===== src/common/vip_pkg.sv =====
package vip_pkg;

	// ------------------------------------------------------------------------
	// plain vector types
	// ------------------------------------------------------------------------
	typedef logic [7:0]         pix_t;        // colour or luma sample
	typedef logic [10:0]        coord_t;      // pixel or line index
	typedef logic [15:0]        pix_count_t;  // pixels per frame
	typedef logic signed [9:0]  coef_t;       // 1/256 units
	typedef logic signed [8:0]  chroma_t;     // centred cb/cr
	typedef logic signed [17:0] mult_t;       // sample times coefficient
	typedef logic signed [19:0] acc_t;        // product sums

	// ------------------------------------------------------------------------
	// frame geometry, counted in pixel enables and lines
	// ------------------------------------------------------------------------
	localparam coord_t H_SYNC   = 11'd10;
	localparam coord_t H_BACK   = 11'd10;
	localparam coord_t H_ACTIVE = 11'd64;
	localparam coord_t H_FRONT  = 11'd10;
	localparam coord_t H_TOTAL  = H_SYNC + H_BACK + H_ACTIVE + H_FRONT;  // 94
	localparam coord_t H_START  = H_SYNC + H_BACK;

	localparam coord_t V_SYNC   = 11'd10;
	localparam coord_t V_BACK   = 11'd10;
	localparam coord_t V_ACTIVE = 11'd48;
	localparam coord_t V_FRONT  = 11'd10;
	localparam coord_t V_TOTAL  = V_SYNC + V_BACK + V_ACTIVE + V_FRONT;  // 78
	localparam coord_t V_START  = V_SYNC + V_BACK;

	localparam pix_count_t FRAME_PIXELS = H_ACTIVE * V_ACTIVE;

	// ------------------------------------------------------------------------
	// colour conversion
	// ------------------------------------------------------------------------
	localparam pix_t LUMA_LIFT  = 8'd30;   // added to y on the lift branch
	localparam acc_t CHROMA_OFS = 20'sd128;

	// forward, rgb to ycbcr
	localparam coef_t COEF_Y_R  =  10'sd77;
	localparam coef_t COEF_Y_G  =  10'sd150;
	localparam coef_t COEF_Y_B  =  10'sd29;
	localparam coef_t COEF_CB_R = -10'sd43;
	localparam coef_t COEF_CB_G = -10'sd85;
	localparam coef_t COEF_CB_B =  10'sd128;
	localparam coef_t COEF_CR_R =  10'sd128;
	localparam coef_t COEF_CR_G = -10'sd107;
	localparam coef_t COEF_CR_B = -10'sd21;

	// back, ycbcr to rgb on centred chroma
	localparam coef_t COEF_R_CR =  10'sd359;
	localparam coef_t COEF_G_CB =  10'sd88;
	localparam coef_t COEF_G_CR =  10'sd183;
	localparam coef_t COEF_B_CB =  10'sd454;

	// ------------------------------------------------------------------------
	// stream structs
	// ------------------------------------------------------------------------
	typedef struct packed {
		logic vsync;  // low during the vertical sync lines
		logic href;   // active window
		logic de;     // href on the half-rate enable
	} video_sync_t;

	typedef struct packed {
		pix_t r;
		pix_t g;
		pix_t b;
	} rgb_pix_t;

	typedef struct packed {
		pix_t y;
		pix_t cb;
		pix_t cr;
	} ycbcr_pix_t;

	typedef struct packed {
		video_sync_t sync;
		rgb_pix_t    pix;
	} video_rgb_t;

	typedef struct packed {
		video_sync_t sync;
		ycbcr_pix_t  pix;
	} video_ycbcr_t;

	typedef struct packed {
		video_sync_t sync;
		pix_t        grey;
		rgb_pix_t    lift;
	} vip_out_t;

endpackage


===== src/source/video_timing_gen.sv =====
`timescale 1ns/10ps

module video_timing_gen (
	input  logic                 clk,
	input  logic                 rst_n,
	output logic                 o_rd_en,
	output vip_pkg::coord_t      o_rd_x,
	output vip_pkg::coord_t      o_rd_y,
	output vip_pkg::video_sync_t o_sync
);

	logic                 pix_en;  // half-rate pixel enable
	vip_pkg::coord_t      h_cnt;
	vip_pkg::coord_t      v_cnt;
	logic                 window;
	logic                 h_last;
	vip_pkg::video_sync_t sync_q;  // sync of the request cycle

	// ------------------------------------------------------------------------
	// pixel enable and counters
	// ------------------------------------------------------------------------
	always_ff @(posedge clk or negedge rst_n) begin
		if (!rst_n)
			pix_en <= 1'b0;
		else
			pix_en <= ~pix_en;
	end

	assign h_last = (h_cnt == vip_pkg::H_TOTAL - 1'b1);

	always_ff @(posedge clk or negedge rst_n) begin
		if (!rst_n) begin
			h_cnt <= '0;
			v_cnt <= '0;
		end else if (pix_en) begin
			h_cnt <= h_last ? '0 : h_cnt + 1'b1;
			if (h_last)
				v_cnt <= (v_cnt == vip_pkg::V_TOTAL - 1'b1) ? '0 : v_cnt + 1'b1;
		end
	end

	// active window, decoded straight from the counters
	assign window = (v_cnt >= vip_pkg::V_START) &&
			(v_cnt <  vip_pkg::V_START + vip_pkg::V_ACTIVE) &&
			(h_cnt >= vip_pkg::H_START) &&
			(h_cnt <  vip_pkg::H_START + vip_pkg::H_ACTIVE);

	// ------------------------------------------------------------------------
	// read request, then the sync one cycle later to meet the fetched pixel
	// ------------------------------------------------------------------------
	always_ff @(posedge clk or negedge rst_n) begin
		if (!rst_n) begin
			sync_q <= '0;
			o_rd_x <= '0;
			o_rd_y <= '0;
			o_sync <= '0;
		end else begin
			sync_q.vsync <= (v_cnt >= vip_pkg::V_SYNC);
			sync_q.href  <= window;
			sync_q.de    <= window & pix_en;  // once per counter value
			o_rd_x       <= window ? h_cnt - vip_pkg::H_START : '0;
			o_rd_y       <= window ? v_cnt - vip_pkg::V_START : '0;
			o_sync       <= sync_q;
		end
	end

	assign o_rd_en = sync_q.de;

	// a request lies inside the image
	assert property (@(posedge clk) disable iff (!rst_n)
		o_rd_en |-> ((o_rd_x < vip_pkg::H_ACTIVE) && (o_rd_y < vip_pkg::V_ACTIVE)));

endmodule


===== src/color_convert/rgb_to_ycbcr.sv =====
`timescale 1ns/10ps

module rgb_to_ycbcr (
	input  logic                  clk,
	input  logic                  rst_n,
	input  vip_pkg::video_rgb_t   i_video,
	output vip_pkg::video_ycbcr_t o_video
);

	logic signed [8:0]    r_s;
	logic signed [8:0]    g_s;
	logic signed [8:0]    b_s;
	vip_pkg::mult_t       y_p  [3];  // r, g, b products
	vip_pkg::mult_t       cb_p [3];
	vip_pkg::mult_t       cr_p [3];
	vip_pkg::acc_t        y_sum;
	vip_pkg::acc_t        cb_sum;
	vip_pkg::acc_t        cr_sum;
	vip_pkg::ycbcr_pix_t  pix_q;
	vip_pkg::video_sync_t sync_d [3];

	// samples as positive signed values
	assign r_s = $signed({1'b0, i_video.pix.r});
	assign g_s = $signed({1'b0, i_video.pix.g});
	assign b_s = $signed({1'b0, i_video.pix.b});

	// ------------------------------------------------------------------------
	// stage 1 products, stage 2 sums, stage 3 shift and offset
	// ------------------------------------------------------------------------
	always_ff @(posedge clk) begin
		y_p[0]  <= r_s * vip_pkg::COEF_Y_R;
		y_p[1]  <= g_s * vip_pkg::COEF_Y_G;
		y_p[2]  <= b_s * vip_pkg::COEF_Y_B;
		cb_p[0] <= r_s * vip_pkg::COEF_CB_R;
		cb_p[1] <= g_s * vip_pkg::COEF_CB_G;
		cb_p[2] <= b_s * vip_pkg::COEF_CB_B;
		cr_p[0] <= r_s * vip_pkg::COEF_CR_R;
		cr_p[1] <= g_s * vip_pkg::COEF_CR_G;
		cr_p[2] <= b_s * vip_pkg::COEF_CR_B;

		y_sum  <= y_p[0] + y_p[1] + y_p[2];
		cb_sum <= cb_p[0] + cb_p[1] + cb_p[2];
		cr_sum <= cr_p[0] + cr_p[1] + cr_p[2];

		// floor shift keeps every result inside 0..255
		pix_q.y  <= vip_pkg::pix_t'(y_sum >>> 8);
		pix_q.cb <= vip_pkg::pix_t'((cb_sum >>> 8) + vip_pkg::CHROMA_OFS);
		pix_q.cr <= vip_pkg::pix_t'((cr_sum >>> 8) + vip_pkg::CHROMA_OFS);
	end

	// sync follows the data through three registers
	always_ff @(posedge clk or negedge rst_n) begin
		if (!rst_n) begin
			sync_d[0] <= '0;
			sync_d[1] <= '0;
			sync_d[2] <= '0;
		end else begin
			sync_d[0] <= i_video.sync;
			sync_d[1] <= sync_d[0];
			sync_d[2] <= sync_d[1];
		end
	end

	assign o_video = '{sync: sync_d[2], pix: pix_q};

endmodule


===== src/color_convert/ycbcr_to_rgb.sv =====
`timescale 1ns/10ps

module ycbcr_to_rgb (
	input  logic                  clk,
	input  logic                  rst_n,
	input  vip_pkg::video_ycbcr_t i_video,
	output vip_pkg::video_rgb_t   o_video
);

	logic [8:0]           lift_sum;   // y plus offset, one carry bit
	vip_pkg::pix_t        y_s1;
	vip_pkg::chroma_t     cb_c;
	vip_pkg::chroma_t     cr_c;
	vip_pkg::pix_t        y_s2;
	vip_pkg::mult_t       r_cr_p;
	vip_pkg::mult_t       g_cb_p;
	vip_pkg::mult_t       g_cr_p;
	vip_pkg::mult_t       b_cb_p;
	vip_pkg::acc_t        r_sum;
	vip_pkg::acc_t        g_sum;
	vip_pkg::acc_t        b_sum;
	vip_pkg::rgb_pix_t    pix_q;
	vip_pkg::video_sync_t sync_d [3];

	function automatic vip_pkg::pix_t clamp_pix(input vip_pkg::acc_t v);
		if (v < 0)
			return '0;
		else if (v > 255)
			return 8'hff;
		else
			return v[7:0];
	endfunction

	assign lift_sum = {1'b0, i_video.pix.y} + {1'b0, vip_pkg::LUMA_LIFT};

	// ------------------------------------------------------------------------
	// stage 1: lift and centre
	// ------------------------------------------------------------------------
	always_ff @(posedge clk) begin
		y_s1 <= lift_sum[8] ? 8'hff : lift_sum[7:0];  // saturate, no wrap
		cb_c <= vip_pkg::chroma_t'(vip_pkg::acc_t'(i_video.pix.cb) - vip_pkg::CHROMA_OFS);
		cr_c <= vip_pkg::chroma_t'(vip_pkg::acc_t'(i_video.pix.cr) - vip_pkg::CHROMA_OFS);
	end

	// ------------------------------------------------------------------------
	// stage 2: chroma products
	// ------------------------------------------------------------------------
	always_ff @(posedge clk) begin
		y_s2   <= y_s1;
		r_cr_p <= cr_c * vip_pkg::COEF_R_CR;
		g_cb_p <= cb_c * vip_pkg::COEF_G_CB;
		g_cr_p <= cr_c * vip_pkg::COEF_G_CR;
		b_cb_p <= cb_c * vip_pkg::COEF_B_CB;
	end

	// stage 3 sums, green takes the shift of the summed products
	assign r_sum = vip_pkg::acc_t'(y_s2) + (vip_pkg::acc_t'(r_cr_p) >>> 8);
	assign g_sum = vip_pkg::acc_t'(y_s2) -
		((vip_pkg::acc_t'(g_cb_p) + vip_pkg::acc_t'(g_cr_p)) >>> 8);
	assign b_sum = vip_pkg::acc_t'(y_s2) + (vip_pkg::acc_t'(b_cb_p) >>> 8);

	always_ff @(posedge clk) begin
		pix_q.r <= clamp_pix(r_sum);
		pix_q.g <= clamp_pix(g_sum);
		pix_q.b <= clamp_pix(b_sum);
	end

	always_ff @(posedge clk or negedge rst_n) begin
		if (!rst_n) begin
			sync_d[0] <= '0;
			sync_d[1] <= '0;
			sync_d[2] <= '0;
		end else begin
			sync_d[0] <= i_video.sync;
			sync_d[1] <= sync_d[0];
			sync_d[2] <= sync_d[1];
		end
	end

	assign o_video = '{sync: sync_d[2], pix: pix_q};

endmodule


===== src/source/frame_merge.sv =====
`timescale 1ns/10ps

module frame_merge (
	input  logic                  clk,
	input  logic                  rst_n,
	input  vip_pkg::video_ycbcr_t i_luma,
	input  vip_pkg::video_rgb_t   i_lift,
	output vip_pkg::vip_out_t     o_out,
	output logic                  o_frame_done,
	output vip_pkg::pix_count_t   o_frame_pixels
);

	vip_pkg::video_sync_t grey_sync [3];
	vip_pkg::pix_t        grey_y    [3];
	vip_pkg::video_sync_t out_sync;
	vip_pkg::pix_t        out_grey;
	vip_pkg::rgb_pix_t    out_lift;
	logic                 vsync_last;
	logic                 vsync_fall;
	vip_pkg::pix_count_t  pix_cnt;

	// ------------------------------------------------------------------------
	// grey branch, y delayed to match the back converter
	// ------------------------------------------------------------------------
	always_ff @(posedge clk or negedge rst_n) begin
		if (!rst_n) begin
			grey_sync[0] <= '0;
			grey_sync[1] <= '0;
			grey_sync[2] <= '0;
		end else begin
			grey_sync[0] <= i_luma.sync;
			grey_sync[1] <= grey_sync[0];
			grey_sync[2] <= grey_sync[1];
		end
	end

	always_ff @(posedge clk) begin
		grey_y[0] <= i_luma.pix.y;
		grey_y[1] <= grey_y[0];
		grey_y[2] <= grey_y[1];
	end

	// output register
	always_ff @(posedge clk or negedge rst_n) begin
		if (!rst_n)
			out_sync <= '0;
		else
			out_sync <= i_lift.sync;
	end

	always_ff @(posedge clk) begin
		out_grey <= grey_y[2];
		out_lift <= i_lift.pix;
	end

	assign o_out = '{sync: out_sync, grey: out_grey, lift: out_lift};

	// ------------------------------------------------------------------------
	// per-frame pixel count
	// ------------------------------------------------------------------------
	assign vsync_fall = vsync_last & ~i_lift.sync.vsync;

	always_ff @(posedge clk or negedge rst_n) begin
		if (!rst_n) begin
			vsync_last     <= 1'b1;  // reset counts as a frame boundary
			pix_cnt        <= '0;
			o_frame_done   <= 1'b0;
			o_frame_pixels <= '0;
		end else begin
			vsync_last   <= i_lift.sync.vsync;
			o_frame_done <= vsync_fall;  // lines up with the o_out fall
			if (vsync_fall) begin
				o_frame_pixels <= pix_cnt;
				pix_cnt        <= '0;
			end else if (i_lift.sync.de) begin
				pix_cnt <= pix_cnt + 1'b1;
			end
		end
	end

	// both branches leave the front converter together and must stay aligned
	assert property (@(posedge clk) disable iff (!rst_n)
		grey_sync[2] == i_lift.sync);

endmodule


===== src/source/vip_enhance_top.sv =====
`timescale 1ns/10ps

module vip_enhance_top (
	input  logic                clk,
	input  logic                rst_n,
	input  vip_pkg::rgb_pix_t   i_rgb,
	output logic                o_rd_en,
	output vip_pkg::coord_t     o_rd_x,
	output vip_pkg::coord_t     o_rd_y,
	output vip_pkg::vip_out_t   o_out,
	output logic                o_frame_done,
	output vip_pkg::pix_count_t o_frame_pixels
);

	vip_pkg::video_sync_t  tg_sync;
	vip_pkg::video_rgb_t   rgb_stream;    // sync joined with the fetched pixel
	vip_pkg::video_ycbcr_t ycbcr_stream;  // feeds both branches
	vip_pkg::video_rgb_t   lift_stream;

	assign rgb_stream = '{sync: tg_sync, pix: i_rgb};

	video_timing_gen timing_i (
		.clk     (clk),
		.rst_n   (rst_n),
		.o_rd_en (o_rd_en),
		.o_rd_x  (o_rd_x),
		.o_rd_y  (o_rd_y),
		.o_sync  (tg_sync)
	);

	rgb_to_ycbcr fwd_conv_i (
		.clk     (clk),
		.rst_n   (rst_n),
		.i_video (rgb_stream),
		.o_video (ycbcr_stream)
	);

	ycbcr_to_rgb lift_conv_i (
		.clk     (clk),
		.rst_n   (rst_n),
		.i_video (ycbcr_stream),
		.o_video (lift_stream)
	);

	frame_merge merge_i (
		.clk            (clk),
		.rst_n          (rst_n),
		.i_luma         (ycbcr_stream),
		.i_lift         (lift_stream),
		.o_out          (o_out),
		.o_frame_done   (o_frame_done),
		.o_frame_pixels (o_frame_pixels)
	);

endmodule


===== config.mk =====
export PLATFORM = sky130hd
export DESIGN_NAME = vip_enhance_top
export DESIGN_NICKNAME = d
export VERILOG_FILES = /design/src/common/vip_pkg.sv /design/src/source/video_timing_gen.sv /design/src/color_convert/rgb_to_ycbcr.sv /design/src/color_convert/ycbcr_to_rgb.sv /design/src/source/frame_merge.sv /design/src/source/vip_enhance_top.sv
export SDC_FILE = /design/constraint.sdc
export NUM_CORES = 1
export LEC_CHECK = 0
export BUFFER_PORTS_ARGS = -buffer_cell sky130_fd_sc_hd__buf_2
export CORE_ASPECT_RATIO = 1.1
export CORE_MARGIN = 2
export CORE_UTILIZATION = 55
export CTS_CLUSTER_SIZE = 20
export DETAILED_ROUTE_END_ITERATION = 10
export GPL_TIMING_DRIVEN = 0
export PLACE_DENSITY = 0.75
export SYNTH_ARGS = -nofsm -noshare
export SYNTH_HDL_FRONTEND = slang
export SYNTH_SLANG_ARGS = --single-unit

===== constraint.sdc =====
create_clock -name clk -period 4.8 [get_ports clk]
set_input_delay 0.48 -clock clk [delete_from_list [all_inputs] [get_ports clk]]
set_output_delay 0.48 -clock clk [all_outputs]
set_load 0.01 [all_outputs]

==> summary.txt, run 1 <==
STA
-------------------------------------------------------------------------------------------------
Post-route clock period utilization                                                         94.7%
Count of final setup violators                                                                  0
Time the final worst path needs with I/O delays and setup                                 4550 ps
Hold_ws                                                                                    131 ps
Tightest Pin Transition                                                                    618 ps
Final Hold Violating Endpoints                                                                  0
Fmax                                                                                      220 MHz
Worst rel slew slack                                                                        58.5%
Final max-slew violation count                                                                  0
Clock skew after layout                                                                   16.0 ps

GLOBAL ROUTE
-------------------------------------------------------------------------------------------------
Residual overflow from global routing                                                           0
Largest net degree at the start of global routing                                              67
Combined global-route utilization of all metal layers                                       21.9%
Via count of the first global-routing pass                                                  18200
Wire length of the first global-routing pass                                             86500 um
Number of antenna violations at the first check in global routing                               0

CLOCK TREE
-------------------------------------------------------------------------------------------------
Cts bufs inserted                                                                              45
Maximum level of the CTS H-tree                                                                 2
CTS tree                                                                                     done
Clock Sink Count                                                                              425
CTS root buf                                                                         sky130_fd_sc_hd__clkbuf_16
Clock-pin transition on the worst setup and hold timing paths                               60 ps
Clock network latency to the later pin of the worst-skew pair                              580 ps
Clock buffer depth                                                                              3

CRITICAL PATH
-------------------------------------------------------------------------------------------------
Count of buffering cells on the critical path with inverters included                           3
Data required time of the worst path                                                      5320 ps
Cell class contributing the biggest share of worst-path delay                         adder cells
Worst path arrival time                                                                   5060 ps
Crit Path Category                                                                   register to register
Master of the slowest instance on the critical path                                  sky130_fd_sc_hd__fa_1
Setup crit start kind                                                                    register
Worst reg-to-reg path cell count                                                               16
Critical R2R Launch                                                                  lift_conv_i.cr_c[6]
FF-to-FF setup slack                                                                       250 ps
Largest driver fanout on the critical path                                                     10
Reg-to-reg endpoint                                                                  lift_conv_i.r_cr_p[17]
Worst path cell trace                                                                inv_1 > ha_4 > ha_1 > inv_1 > fa_1 > inv_1 > fa_1 > fa_1 > ha_1 > nand2_1 > o211ai_1 > a41o_1 > o211a_1 > o21ai_0 > nor2b_1 > xnor2_1
Sort of element at the end of the critical path                                          register
Biggest cell delay along the critical path                                                 560 ps

DRT
-------------------------------------------------------------------------------------------------
DRC violations left                                                                             0
Final routed wirelength across all metal layers                                          51700 um
Per-cell via count in the routed design                                                      5.21
Routed Antenna Nets                                                                             0
DR vias                                                                                     17200
First-iteration detailed-routing DRC count                                                    618
First drt pass iteration count                                                                  5
Routed len/inst                                                                           15.7 um

HOLD PATH
-------------------------------------------------------------------------------------------------
Min-Delay Startpoint                                                                    i_rgb[16]
Class of the tightest hold or removal check                                          input pin to register
Hold-critical path depth                                                                        1
Endpoint of the worst hold path                                                      fwd_conv_i.cr_p[0][7]

SYNTH
-------------------------------------------------------------------------------------------------
Synthesized area per cell                                                              10.6 sq um
Synth top cells by count                                                             sky130_fd_sc_hd__ha_1 (497), sky130_fd_sc_hd__inv_1 (378), sky130_fd_sc_hd__dfxtp_1 (319)
Biggest area contributors in the synthesized netlist                                 sky130_fd_sc_hd__dfxtp_1 (24%), sky130_fd_sc_hd__ha_1 (24%), sky130_fd_sc_hd__fa_1 (12%), sky130_fd_sc_hd__dfrtp_1 (10%), sky130_fd_sc_hd__inv_1 (5.4%)
Yosys warnings                                                                                  0
Synth Instances                                                                              2471
Most used DFF post-synth                                                             sky130_fd_sc_hd__dfxtp_1
Post-synth top area share                                                                   24.4%
Mapped Nets                                                                                  3153
Number of distinct library cell variants in the gate-level netlist after synthesis             69
Count leader, synth                                                                  sky130_fd_sc_hd__ha_1
Cell type contributing the most total cell area after synthesis                      sky130_fd_sc_hd__dfxtp_1
Post-synth EDFFs                                                                                0
Async S/R FF share, synth                                                                   24.9%
Sequential element share of the synthesized area                                            34.5%
Cell Area, Synth                                                                     0.0262 sq mm
Number of flip-flops and latches in the synthesized netlist                                   425

JOB
-------------------------------------------------------------------------------------------------
Total of max-cap violations                                                                     0

DIE
-------------------------------------------------------------------------------------------------
Die width                                                                                  212 um
Number of I/O pins                                                                            101
Site Rows                                                                                      83
Die boundary height                                                                        233 um
Total die area                                                                       0.0494 sq mm
Starting utilization of the core area                                                       56.0%
CORE AREA                                                                            0.0468 sq mm

LAYOUT
-------------------------------------------------------------------------------------------------
N_diodes                                                                                        0
Share of cells above drive strength 1                                                       8.94%
Number of nets in the layout                                                                 3308
Synth-to-Final Area Change                                                                  11.7%

PLACEMENT
-------------------------------------------------------------------------------------------------
Global placement routability congestion                                                     0.890
DP Wirelength                                                                            40800 um
Number of buffer cells added on primary ports                                                 100

STATUS
-------------------------------------------------------------------------------------------------
Result of the run                                                                    finished clean

[per-layer routing]
| metal | share of wire (%) | vias up | global-route usage, % |
|---|---|---|---|
| met5 | 0 | - | 0 |
| met4 | 4.5 | 0 | 9.71 |
| met3 | 2.8 | 118 | 2.89 |
| met2 | 52 | 253 | 40.9 |
| met1 | 41 | 8268 | 24.7 |
| li1 | - | 8558 | - |
[final cells by class]
type | instances | area, sq um
fill | 3631 | 17500
multi-input combinational | 1648 | 15700
sequential | 425 | 9050
inverter | 379 | 1420
clock buffer | 57 | 1300
tap | 637 | 797
timing repair buffer | 108 | 586
clock inverter | 26 | 340
buffer | 19 | 82.6
[worst reg2reg max path: stages, from the launching register on]
cell,delay [ps]
sky130_fd_sc_hd__dfxtp_2,500
sky130_fd_sc_hd__inv_1,190
sky130_fd_sc_hd__ha_4,360
sky130_fd_sc_hd__ha_1,170
sky130_fd_sc_hd__inv_1,70
sky130_fd_sc_hd__fa_1,520
sky130_fd_sc_hd__inv_1,60
sky130_fd_sc_hd__fa_1,560
sky130_fd_sc_hd__fa_1,440
sky130_fd_sc_hd__ha_1,340
sky130_fd_sc_hd__nand2_1,90
sky130_fd_sc_hd__o211ai_1,140
sky130_fd_sc_hd__a41o_1,310
sky130_fd_sc_hd__o211a_1,250
sky130_fd_sc_hd__o21ai_0,190
sky130_fd_sc_hd__nor2b_1,180
sky130_fd_sc_hd__xnor2_1,120
[registers in the layout (all words and copies together), names as in the netlist, 10 cells and up]
register	flops
fwd_conv_i.o_video	27
fwd_conv_i.cr_p	39
merge_i.grey_y	24
timing_i.o_rd_y	11
timing_i.h_cnt	11
timing_i.v_cnt	11
fwd_conv_i.cb_p	36
lift_conv_i.r_cr_p	10
lift_conv_i.b_cb_p	10
merge_i.o_frame_pixels	16
merge_i.o_out	27
lift_conv_i.o_video	27
merge_i.pix_cnt	16
timing_i.o_rd_x	11
lift_conv_i.g_cb_p	14
fwd_conv_i.y_p	35
lift_conv_i.g_cr_p	15
[kinds of logic after synthesis]
group | count (synthesis) | synth area share, %
xor gates and xnor gates | 186 | 6.21
buffers and inverters | 398 | 5.70
AOI/OAI and AO/OA | 382 | 9.43
and+or+nand+nor | 402 | 7.41
adders and majority gates | 656 | 35.9
muxes | 22 | 0.916
DFF | 425 | 34.5
[what timing repair did]
| item | 4_1_cts | 5_1_grt |
|---|---|---|
| endpoints found under the setup margin | 16 | 7 |
| buffers inserted | 0 | 6 |
| hold buffers | 1 | 0 |
| cloned | 0 | 0 |
| hold endpoints to repair | 39 | 0 |
| pin swaps | 0 | 0 |
| resized for setup | 7 | 7 |
[metrics by stage]
step | utilization (%) | TNS (ps) | instance area (sq um) | instances | setup slack [ps]
5_1_grt | 62.5 | -2.68 | 29300 | 3299 | -2.68
2_1_floorplan | - | 0 | 26200 | 2471 | 8.68
4_1_cts | 62.4 | 0 | 29200 | 3293 | 60.5
6_report | 62.5 | 0 | 29300 | 3299 | 252
3_3_place_gp | 58.8 | -3240 | 27500 | 3208 | -553
3_5_place_dp | 58.8 | -5600 | 27600 | 3209 | -731
[layout by cell type (no fill, tap or decap), drive strengths merged, types with 84 or more instances in the layout]
master	count
dfrtp	105
inv	386
xnor2	130
a21oi	116
nor2	132
ha	497
buf	109
nand2	84
dfxtp	319
fa	159
[worst max path at each step]
stage / depth (start not counted) / endpoint / from
after global placement: 17 / lift_conv_i.r_cr_p[17] / lift_conv_i.cr_c[7]
after CTS: 17 / lift_conv_i.r_cr_p[17] / lift_conv_i.cr_c[7]
after global routing: 16 / lift_conv_i.r_cr_p[17] / lift_conv_i.cr_c[6]
after floorplan: 17 / lift_conv_i.r_cr_p[17] / lift_conv_i.cr_c[7]
after detailed placement: 17 / lift_conv_i.r_cr_p[17] / lift_conv_i.cr_c[7]
final: 16 / lift_conv_i.r_cr_p[17] / lift_conv_i.cr_c[6]
Power of run 1 is left out: the tool's default activity adds up to more than one toggle a clock period on the data nets, which glitch-free logic cannot reach.
==> inputs of run 2 (changes only) <==
RECOVER_POWER = 100   (was not set)
==> run 2 against run 1 <==
Effect of this change:
- the flow now finishes with violations (max-capacitance violations, max-slew violations)
- global-route usage is the same
- routed wire length is 0.30% higher
- non-clock buffer count did not move
- first-iteration DRC count down 8.9%
- register-to-register slack is essentially flat
- highest routed layer unchanged
==> summary.txt, run 2 (same netlist as run 1, synthesis figures left out) <==
LAYOUT
----------------------------------------------------------------------------------
Number of nets in the layout                                                  3308   unchanged
Cell Count, Final, Fillers Out                                                3299   unchanged
N_diodes                                                                         0   unchanged
Flip-flop count of the largest register, all copies and words added             39   unchanged
Largest Register                                                      fwd_conv_i.cr_p
Top Registers                                                         fwd_conv_i.cr_p: 39 flops, fwd_conv_i.cb_p: 36 flops, fwd_conv_i.y_p: 35 flops
Final Cell Area                                                       0.0291 sq mm   -0.56%
Synth-to-Final Area Change                                                   11.1%
Most common cell after layout, fill and taps aside                    sky130_fd_sc_hd__ha_1
Most frequent cells in the layout                                     sky130_fd_sc_hd__ha_1 (496), sky130_fd_sc_hd__inv_1 (378), sky130_fd_sc_hd__dfxtp_1 (312)
Share of cells above drive strength 1                                        5.22%   -3.7 points

CRITICAL PATH
----------------------------------------------------------------------------------
Largest driver fanout on the critical path                                      10   unchanged
Worst path arrival time                                                    5060 ps   about the same
Sort of element at the end of the critical path                           register
Crit Path Category                                                    register to register
Biggest cell delay along the critical path                                  560 ps   about the same
Worst path cell trace                                                 inv_1 > ha_4 > ha_1 > inv_1 > fa_1 > inv_1 > fa_1 > fa_1 > ha_1 > nand2_1 > o211ai_1 > a41o_1 > o211a_1 > o21ai_0 > nor2b_1 > xnor2_1
Data required time of the worst path                                       5310 ps   about the same
Master of the slowest instance on the critical path                   sky130_fd_sc_hd__fa_1
Setup crit start kind                                                     register

DIE
----------------------------------------------------------------------------------
Number of I/O pins                                                             101   unchanged
Site Rows                                                                       83   unchanged
Die boundary height                                                         233 um   unchanged
Die width                                                                   212 um   unchanged
Total die area                                                        0.0494 sq mm   unchanged
CORE AREA                                                             0.0468 sq mm   unchanged
Starting utilization of the core area                                        56.0%   unchanged

DRT
----------------------------------------------------------------------------------
Routed len/inst                                                            15.7 um   +0.30%
DR vias                                                                      17200   +0.19%
First drt pass iteration count                                                   5   unchanged
Per-cell via count in the routed design                                       5.22   +0.19%
DRC violations left                                                              0   unchanged
Routed Antenna Nets                                                              0   unchanged
First-iteration detailed-routing DRC count                                     563   -8.9%
Final routed wirelength across all metal layers                           51800 um   +0.30%

STA
----------------------------------------------------------------------------------
Final max-slew violation count                                                 109   +109
Count of final setup violators                                                   0   unchanged
Worst rel slew slack                                                        -43.7%   -100 points
Fmax                                                                       220 MHz   about the same
Sum of negative setup slack                                                   0 ps   unchanged
Clock skew after layout                                                    13.9 ps   -2.08 ps
Tightest Pin Transition                                                    2160 ps   +1540 ps
Final Hold Violating Endpoints                                                   0   unchanged
Post-route clock period utilization                                          94.8%   about the same
Least setup slack across all paths after layout                             251 ps   -1.27 ps
Time the final worst path needs with I/O delays and setup                  4550 ps   +1.27 ps

GLOBAL ROUTE
----------------------------------------------------------------------------------
Residual overflow from global routing                                            0   unchanged
Via count of the first global-routing pass                                   18200   unchanged
Wire length of the first global-routing pass                              86500 um   unchanged
Number of antenna violations at the first check in global routing                0   unchanged
Combined global-route utilization of all metal layers                        21.9%   unchanged
Largest net degree at the start of global routing                               67   unchanged

STATUS
----------------------------------------------------------------------------------
Violated checks                                                       max-capacitance violations, max-slew violations
Result of the run                                                     complete, but fails checks

CLOCK TREE
----------------------------------------------------------------------------------
Clock buffer depth                                                               3   unchanged
CTS root buf                                                          sky130_fd_sc_hd__clkbuf_16
Cts bufs inserted                                                               45   unchanged
Clock network latency to the later pin of the worst-skew pair               580 ps   about the same
Clock Sink Count                                                               425   unchanged
Clock-pin transition on the worst setup and hold timing paths                60 ps   about the same
Maximum level of the CTS H-tree                                                  2   unchanged
CTS tree                                                                      done

PLACEMENT
----------------------------------------------------------------------------------
Global placement routability congestion                                      0.890   unchanged
Dpl cells                                                                     3209   unchanged
DP Wirelength                                                             40800 um   unchanged
Setup slack at placement                                                   -731 ps   unchanged
Dpl cell area                                                         0.0276 sq mm   unchanged
Number of buffer cells added on primary ports                                  100   unchanged

JOB
----------------------------------------------------------------------------------
Total of max-cap violations                                                      2   +2

HOLD PATH
----------------------------------------------------------------------------------
Class of the tightest hold or removal check                           input pin to register

-- run 2: final cells by class --
cell class / instances / area, sq um
buffer: 19 / 81.3
clock buffer: 57 / 1300
clock inverter: 26 / 340
fill: 3661 / 17700
inverter: 379 / 1420
multi-input combinational: 1648 / 15700
sequential: 425 / 9050
tap: 637 / 797
timing repair buffer: 108 / 442
-- run 2: per-stage QoR --
step                      util, %  hold slack, ps
after floorplan                 -             184
after global placement       58.8             310
after detailed placement     58.8             312
after CTS                    62.4             106
after global routing         62.2             206
final                        62.2             203
-- run 2: final timing paths --
path | startpoint | end | slack, ps | cells past startpoint
min in group asynchronous | rst_n | merge_i.o_frame_pixels[1] | 1060 | 2
worst max-delay path | lift_conv_i.cr_c[6] | lift_conv_i.r_cr_p[17] | 250 | 16
worst min register to register | fwd_conv_i.o_video[8] | lift_conv_i.cb_c[0] | 320 | 0
worst max register to register | lift_conv_i.cr_c[6] | lift_conv_i.r_cr_p[17] | 250 | 16
max in group asynchronous | rst_n | timing_i.pix_en | 1110 | 3
worst min-delay path | i_rgb[16] | fwd_conv_i.cr_p[0][7] | 200 | 1
-- run 2: critical path: cells and delay by family, from the launching register on --
kind                       cells  cell delay (ps)
adders and majority gates      6             2390
AOI/OAI and AO/OA              4              890
DFF                            1              500
buffers and inverters          3              320
and+or+nand+nor                2              270
xor gates and xnor gates       1              120
-- run 2: routing by layer --
metal	share of wire, %	vias to the layer above	track usage (%)	routed length, um
li1	-	8556	-	-
met3	3.1	118	2.89	1620
met4	4.5	0	9.71	2330
met1	41	8290	24.7	21200
met2	52	265	40.9	26700
met5	0	-	0	0
-- run 2: repair_timing --
item / CTS / global route
resized for setup: 7 / 7
endpoints found under the hold margin: 39 / 0
buffers inserted: 0 / 6
hold buffers: 1 / 0
endpoints found under the setup margin: 16 / 7
Power of run 2 is left out for the same reason.
